**src/logic/simd_alu_config.svh**
```systemverilog
// lane count and fixed lane width macros for the simd alu
`default_nettype none

`ifndef SIMD_ALU_CONFIG_SVH
`define SIMD_ALU_CONFIG_SVH

// number of parallel lanes
`define SIMD_LANES 4

// lane width, tied to the 8-bit prefix adder tree
`define SIMD_LANE_WIDTH 8

`endif

`default_nettype wire

```
**src/logic/simd_alu_pkg.sv**
```systemverilog
// simd alu package: lane word, packed word, lane mask and opcode types
`include "simd_alu_config.svh"
`default_nettype none

package simd_alu_pkg;

    // one lane operand or result
    typedef logic [`SIMD_LANE_WIDTH-1:0] lane_word_t;

    // all lanes side by side, lane 0 in the low bits
    typedef logic [`SIMD_LANES*`SIMD_LANE_WIDTH-1:0] packed_word_t;

    // one bit per lane
    typedef logic [`SIMD_LANES-1:0] lane_mask_t;

    // operation code, shared by all lanes
    typedef logic [1:0] alu_op_t;

    localparam alu_op_t OP_ADD = 2'd0;
    localparam alu_op_t OP_SUB = 2'd1;
    localparam alu_op_t OP_AND = 2'd2;
    localparam alu_op_t OP_OR  = 2'd3;

endpackage

`default_nettype wire

```
**src/logic/lane_bus_if.sv**
```systemverilog
// lane bus interface: per-lane valid, opcode and operands with dispatch and lane modports
`timescale 1ns/10ps
`default_nettype none

interface lane_bus_if
    import simd_alu_pkg::*;
();

    // lane acts only while valid is high
    logic       valid;
    alu_op_t    op;
    lane_word_t a;
    lane_word_t b;

    // driven by the dispatcher register stage
    modport dispatch (
        output valid,
        output op,
        output a,
        output b
    );

    // sampled by one lane alu
    modport lane (
        input valid,
        input op,
        input a,
        input b
    );

endinterface

`default_nettype wire

```
**src/logic/brent_kung_adder.sv**
```systemverilog
// 8-bit brent-kung prefix adder, sum modulo 256 without carry in or out
`timescale 1ns/10ps
`default_nettype none

module brent_kung_adder
    import simd_alu_pkg::*;
(
    input  lane_word_t a,
    input  lane_word_t b,
    output lane_word_t sum
);

    // bit generate, top bit only feeds a carry out and is dropped
    logic [6:0] g;
    // bit propagate, also the half sum
    lane_word_t p;

    // level 1 group terms over bit pairs
    logic g_1_0;
    logic g_3_2;
    logic p_3_2;
    logic g_5_4;
    logic p_5_4;

    // level 2 group term over bits 3..0
    logic g_3_0;

    // carry out of each bit position 0..6
    logic [6:0] c;

    assign g = a[6:0] & b[6:0];
    assign p = a ^ b;

    // level 1
    assign g_1_0 = g[1] | (p[1] & g[0]);
    assign g_3_2 = g[3] | (p[3] & g[2]);
    assign p_3_2 = p[3] & p[2];
    assign g_5_4 = g[5] | (p[5] & g[4]);
    assign p_5_4 = p[5] & p[4];

    // level 2
    assign g_3_0 = g_3_2 | (p_3_2 & g_1_0);

    // carries straight off the up-sweep
    assign c[0] = g[0];
    assign c[1] = g_1_0;
    assign c[3] = g_3_0;

    // level 3, down-sweep into the upper pair
    assign c[5] = g_5_4 | (p_5_4 & g_3_0);

    // even positions take one more black cell from the carry below
    assign c[2] = g[2] | (p[2] & c[1]);
    assign c[4] = g[4] | (p[4] & c[3]);
    assign c[6] = g[6] | (p[6] & c[5]);

    // bit 0 sees no carry in
    assign sum[0]   = p[0];
    assign sum[7:1] = p[7:1] ^ c[6:0];

endmodule

`default_nettype wire

```
**src/logic/alu_lane.sv**
```systemverilog
// one registered lane alu: add, subtract, and, or selected by opcode
`timescale 1ns/10ps
`default_nettype none

module alu_lane
    import simd_alu_pkg::*;
(
    input  logic         clk,
    input  logic         rst_n,
    lane_bus_if.lane     bus,
    output logic         lane_valid,
    output lane_word_t   lane_result
);

    lane_word_t b_neg;
    lane_word_t add_sum;
    lane_word_t sub_diff;
    lane_word_t and_res;
    lane_word_t or_res;
    lane_word_t result_next;

    // a + b
    brent_kung_adder add_i (
        .a   (bus.a),
        .b   (bus.b),
        .sum (add_sum)
    );

    // a - b as a plus two's complement of b
    assign b_neg = ~bus.b + lane_word_t'(1);

    brent_kung_adder sub_i (
        .a   (bus.a),
        .b   (b_neg),
        .sum (sub_diff)
    );

    assign and_res = bus.a & bus.b;
    assign or_res  = bus.a | bus.b;

    // result select
    always_comb begin
        case (bus.op)
            OP_ADD:  result_next = add_sum;
            OP_SUB:  result_next = sub_diff;
            OP_AND:  result_next = and_res;
            OP_OR:   result_next = or_res;
            default: result_next = '0;
        endcase
    end

    always_ff @(posedge clk or negedge rst_n) begin
        if (!rst_n) begin
            lane_valid <= 1'b0;
        end else begin
            lane_valid <= bus.valid;
        end
    end

    // result only loads for an active lane
    always_ff @(posedge clk) begin
        if (bus.valid) begin
            lane_result <= result_next;
        end
    end

    // an active lane always presents a known result
    lane_result_known: assert property (
        @(posedge clk) disable iff (!rst_n)
        lane_valid |-> !$isunknown(lane_result)
    );

endmodule

`default_nettype wire

```
**src/logic/operand_dispatch.sv**
```systemverilog
// dispatch register stage: opcode broadcast, operand slicing and masked lane valids
`timescale 1ns/10ps
`include "simd_alu_config.svh"
`default_nettype none

module operand_dispatch
    import simd_alu_pkg::*;
(
    input  logic          clk,
    input  logic          rst_n,
    input  logic          in_valid,
    input  alu_op_t       op,
    input  lane_mask_t    lane_mask,
    input  packed_word_t  a,
    input  packed_word_t  b,
    lane_bus_if.dispatch  lanes [`SIMD_LANES],
    output logic          dispatch_valid
);

    lane_mask_t   lane_valid_q;
    alu_op_t      op_q;
    packed_word_t a_q;
    packed_word_t b_q;

    // operation valid runs even with an all-zero mask
    always_ff @(posedge clk or negedge rst_n) begin
        if (!rst_n) begin
            dispatch_valid <= 1'b0;
            lane_valid_q   <= '0;
        end else begin
            dispatch_valid <= in_valid;
            lane_valid_q   <= in_valid ? lane_mask : '0;
        end
    end

    always_ff @(posedge clk) begin
        if (in_valid) begin
            op_q <= op;
            a_q  <= a;
            b_q  <= b;
        end
    end

    // lane i gets bits [i*8 +: 8]
    for (genvar i = 0; i < `SIMD_LANES; i++) begin : g_lane
        assign lanes[i].valid = lane_valid_q[i];
        assign lanes[i].op    = op_q;
        assign lanes[i].a     = a_q[i*`SIMD_LANE_WIDTH +: `SIMD_LANE_WIDTH];
        assign lanes[i].b     = b_q[i*`SIMD_LANE_WIDTH +: `SIMD_LANE_WIDTH];
    end

    // lane valids must be known once out of reset, lanes and collector rely on them
    lane_valid_known: assert property (
        @(posedge clk) disable iff (!rst_n)
        !$isunknown({dispatch_valid, lane_valid_q})
    );

endmodule

`default_nettype wire

```
**src/logic/result_collect.sv**
```systemverilog
// collect register stage: lane packing, idle lane zeroing and per-lane zero flags
`timescale 1ns/10ps
`include "simd_alu_config.svh"
`default_nettype none

module result_collect
    import simd_alu_pkg::*;
(
    input  logic         clk,
    input  logic         rst_n,
    input  logic         op_valid,
    input  lane_mask_t   lane_valid,
    input  lane_word_t   lane_result [`SIMD_LANES],
    output logic         out_valid,
    output packed_word_t result,
    output lane_mask_t   zero_flags
);

    // op_valid delayed to line up with the lane stage
    logic         op_valid_q;
    packed_word_t result_next;
    lane_mask_t   zero_next;

    always_comb begin
        for (int i = 0; i < `SIMD_LANES; i++) begin
            // idle lanes read 0 and never flag zero
            result_next[i*`SIMD_LANE_WIDTH +: `SIMD_LANE_WIDTH] =
                lane_valid[i] ? lane_result[i] : '0;
            zero_next[i] = lane_valid[i] && (lane_result[i] == '0);
        end
    end

    always_ff @(posedge clk or negedge rst_n) begin
        if (!rst_n) begin
            op_valid_q <= 1'b0;
            out_valid  <= 1'b0;
            result     <= '0;
            zero_flags <= '0;
        end else begin
            op_valid_q <= op_valid;
            out_valid  <= op_valid_q;
            result     <= result_next;
            zero_flags <= zero_next;
        end
    end

    // lane data only ever shows up together with out_valid
    outputs_only_with_valid: assert property (
        @(posedge clk) disable iff (!rst_n)
        !out_valid |-> (result == '0 && zero_flags == '0)
    );

endmodule

`default_nettype wire

```
**src/logic/simd_alu_top.sv**
```systemverilog
// simd alu top: dispatcher, generated lane alus and result collector
`timescale 1ns/10ps
`include "simd_alu_config.svh"
`default_nettype none

module simd_alu_top
    import simd_alu_pkg::*;
(
    input  logic         clk,
    input  logic         rst_n,
    input  logic         in_valid,
    input  alu_op_t      op,
    input  lane_mask_t   lane_mask,
    input  packed_word_t a,
    input  packed_word_t b,
    output logic         out_valid,
    output packed_word_t result,
    output lane_mask_t   zero_flags
);

    lane_bus_if lane_bus [`SIMD_LANES] ();

    logic       dispatch_valid;
    lane_mask_t lane_valid;
    lane_word_t lane_result [`SIMD_LANES];

    operand_dispatch dispatch_i (
        .clk            (clk),
        .rst_n          (rst_n),
        .in_valid       (in_valid),
        .op             (op),
        .lane_mask      (lane_mask),
        .a              (a),
        .b              (b),
        .lanes          (lane_bus),
        .dispatch_valid (dispatch_valid)
    );

    for (genvar i = 0; i < `SIMD_LANES; i++) begin : g_lane
        alu_lane lane_i (
            .clk         (clk),
            .rst_n       (rst_n),
            .bus         (lane_bus[i]),
            .lane_valid  (lane_valid[i]),
            .lane_result (lane_result[i])
        );
    end

    result_collect collect_i (
        .clk         (clk),
        .rst_n       (rst_n),
        .op_valid    (dispatch_valid),
        .lane_valid  (lane_valid),
        .lane_result (lane_result),
        .out_valid   (out_valid),
        .result      (result),
        .zero_flags  (zero_flags)
    );

endmodule

`default_nettype wire

```
**config.mk**
```make
export PLATFORM = sky130hd
export DESIGN_NAME = simd_alu_top
export DESIGN_NICKNAME = d
export VERILOG_FILES = /design/src/logic/simd_alu_pkg.sv /design/src/logic/lane_bus_if.sv /design/src/logic/brent_kung_adder.sv /design/src/logic/alu_lane.sv /design/src/logic/operand_dispatch.sv /design/src/logic/result_collect.sv /design/src/logic/simd_alu_top.sv
export VERILOG_INCLUDE_DIRS = /design/src /design/src/logic
export SDC_FILE = /design/constraint.sdc
export NUM_CORES = 1
export LEC_CHECK = 0
export ABC_AREA = 1
export BUFFER_PORTS_ARGS = -buffer_cell sky130_fd_sc_hd__buf_2
export CORE_MARGIN = 1
export CORE_UTILIZATION = 25
export CTS_BUF_LIST = sky130_fd_sc_hd__clkbuf_2 sky130_fd_sc_hd__clkbuf_4 sky130_fd_sc_hd__clkbuf_8
export DETAILED_ROUTE_END_ITERATION = 7
export PLACE_DENSITY_LB_ADDON = 0.3
export SYNTH_ARGS = -nofsm -noshare
export SYNTH_HDL_FRONTEND = slang
export SYNTH_SLANG_ARGS = --single-unit
```
**constraint.sdc**
```tcl
create_clock -name clk -period 2.55 [get_ports clk]
set_clock_uncertainty 0.2 [all_clocks]
set_input_delay 0 -clock clk [delete_from_list [all_inputs] [get_ports clk]]
set_output_delay 0 -clock clk [all_outputs]
set_load 0.03 [all_outputs]
```
==> run metrics <==
status=finished with violations; failing checks=negative setup slack; HP Class=in2reg; clock transition at the registers of the reported paths=90 ps; first-pass GRT wire length=32.3 mm; post-synth top area cell=edfxtp_1; Synth area leaders=edfxtp_1 35%, dfrtp_1 14%, ha_1 13%; Placed Cells=1410; #FFs+latches synth=145; Core ar.=32800 um^2; # fillers=3276; Chip Width=185 um; CTS Sinks=145; Syn Nets=973; unrepaired setup endpoints after global routing=yes; Syn Area/Cell=10.7 um^2; final instance area=12200 um^2; Fmax achieved=0.369 GHz; proportion of netlist area held by the largest area contributor=35.1%; Ys Warns=0; DRC=0; crit path DAT=2730 ps; H-tree levels=4; worst vdd ir=0.266 mV; Post-Syn Area=8400 um^2; element type at the critical path end=flip-flop; Placed Area=10200 um^2; Row Count=66; drt initial violations=182; post-place setup slack=-273 ps; crit path max fanout=3; TritonCTS Buffers=17; ys flop type=edfxtp_1; CTS tree=done; post-layout min period=2710 ps; I/O pin cnt=110; pin count of the biggest net entering global routing=72; total global routing overflow=0; die area=34300 um^2; Post-synth EDFFs=98; fraction of layout instances using a drive strength above 1=37.4%; vias in the first global route=6450; Logic pwr share=27.3%; Area Growth Syn to Fin=45.7%; initial antenna violation count=0; sequential area share after synthesis=49.1%; NetSw=2000 uW; Total GRT Usage=12.5%; post-DR vias/cell=3.95; Slew headroom=58.4%; register area=4120 um^2; Final ANT Viol Nets=0; Starting Density=25.6%; RePlAce Congestion=0.771; drt first pass iters=4; Via Count=6204; die height=185 um; NumNets Final=1303; clock buffer depth=2; post-route insts no fill=1569; Seq pwr share=43.3%; pwr dens=549 nW/um^2; n_diodes=0; Commonest cells post-synth=156 x inv_1, 149 x nand2_1, 98 x edfxtp_1; Slew Limit Fails=0; final wirelength=19.9 mm; Worst Setup Path Type=reg2reg; fin crit share=106%; share of flip-flops with an asynchronous set or reset=32.4%; Clock power frac=29.5%; clk_lat worst skew=470 ps; Req. time, crit path=2570 ps; max capacitance violation total=0; Tightest Pin Transition=625 ps; Internal=4710 uW; final setup violation count=12; final hold violations=0; drt wl/cell=12.7 um; IO Port Bufs=109; Synth cell types=35; cell with the most instances after synthesis=inv_1; Leakage=0.00580 uW; area of the multi-input gates=4100 um^2; Post-DP HPWL=13.8 mm; startpoint type of the worst setup path=flip-flop; final worst slack=-158 ps; Net Sw Frac=29.8%; fin util=37.3%; Syn Inst Count=784; clk root buf=clkbuf_8
state kept, by name, indices dropped and copies added (netlist names):
name / cells
dispatch_i.a_q: 32
dispatch_i.b_q: 32
dispatch_i.dispatch_valid: 1
collect_i.out_valid: 1
dispatch_i.lane_valid_q: 4
g_lane.lane_i.lane_result: 32
dispatch_i.lanes.op: 2
g_lane.lane_i.lane_valid: 4
collect_i.op_valid_q: 1
collect_i.zero_flags: 4
collect_i.result: 32
final timing paths:
| path | start | end | slack [ps] | cells after the start |
|---|---|---|---|---|
| min in group asynchronous | rst_n | collect_i.out_valid$_DFF_PN0_ | 510 | 4 |
| worst min register to register | dispatch_i.dispatch_valid$_DFF_PN0_ | collect_i.op_valid_q$_DFF_PN0_ | 150 | 0 |
| max in group asynchronous | rst_n | dispatch_i.lane_valid_q[0]$_DFF_PN0_ | 1210 | 4 |
| worst max-delay path | dispatch_i.b_q[24]$_DFFE_PP_ | g_lane[3].lane_i.lane_result[7]$_DFFE_PP_ | -160 | 16 |
| worst max register to register | dispatch_i.b_q[24]$_DFFE_PP_ | g_lane[3].lane_i.lane_result[7]$_DFFE_PP_ | -160 | 16 |
| worst min-delay path | b[26] | dispatch_i.b_q[26]$_DFFE_PP_ | 40 | 2 |
through the flow:
stage | total power (uW) | hold WS [ps] | TNS [ps]
2_1_floorplan | 3850 | -496 | -207
3_3_place_gp | 4410 | -53.7 | -1770
3_5_place_dp | 4450 | -47.9 | -2130
4_1_cts | 6740 | 0.308 | -1410
5_1_grt | 7150 | 11.0 | -3170
6_report | 6710 | 43.6 | -1040
final cells by class:
class / count / area share (%)
clock buffers: 22 / 2.32
clock inverters: 10 / 1.09
inverters: 158 / 4.91
multi-input cells: 468 / 33.5
flip-flops and latches: 145 / 33.7
well taps: 442 / 4.52
repair buffers: 324 / 20.0
kinds of logic (layout without fill, tap and decap cells):
kind of cell	Yosys count	in the layout	share of synthesized area, %
xor+xnor	27	27	2.82
buf+inv	171	514	8.27
compound gates	64	64	6.54
flops	145	145	49.1
simple gates	261	261	13.2
fa+ha+maj	116	116	20.1
metal layers:
metal / part of all wire, % / wire [um] / track usage (%) / vias to the layer above
li1: - / - / - / 3173
met3: 3.5 / 694 / 2.46 / 19
met4: 1.4 / 283 / 4.26 / 0
met5: 0 / 0 / 0 / -
met2: 49 / 9830 / 21.8 / 99
met1: 46 / 9080 / 15.1 / 2913
power by group through the flow:
stage	Combinational, uW	Clock [uW]	Sequential [uW]
3_3_place_gp	1470	0	2950
2_1_floorplan	879	0	2970
6_report	1830	1980	2900
4_1_cts	1760	2070	2910
5_1_grt	2070	2150	2930
3_5_place_dp	1490	0	2950
worst max-delay path, cell delays in order (launching register included):
cell      delay, ps
edfxtp_1        420
inv_2           100
buf_4           120
nand2_2          60
xor2_1          140
ha_1            350
a21oi_2         170
nand2_2          90
nand3_2          70
nand2_2          50
fa_2            350
inv_2            60
nand2_2          50
nand2_1          60
nand2_1          60
nand3_2          60
nand3_2          60
timing repair:
action | CTS | global route
endpoints found under the hold margin | 184 | 1
buffers inserted | 31 | 7
pin swaps | 48 | 37
gates resized for setup | 80 | 50
hold buffers | 92 | 1
endpoints found under the setup margin | 17 | 20
placed cells by master (no fill, tap or decap), types with 10 or more instances in the layout:
| cell | n |
|---|---|
| nor2_1 | 37 |
| nand3_2 | 17 |
| inv_1 | 129 |
| buf_4 | 112 |
| ha_1 | 68 |
| ha_4 | 13 |
| fa_1 | 13 |
| nand2_2 | 21 |
| nand3_1 | 24 |
| dlygate4sd3_1 | 93 |
| xor2_1 | 21 |
| o21ai_0 | 10 |
| clkbuf_8 | 19 |
| dfrtp_1 | 47 |
| buf_2 | 109 |
| inv_2 | 27 |
| o2111ai_2 | 16 |
| fa_2 | 19 |
| edfxtp_1 | 98 |
| nand2_1 | 125 |
(Power assumes the default switching activity.)
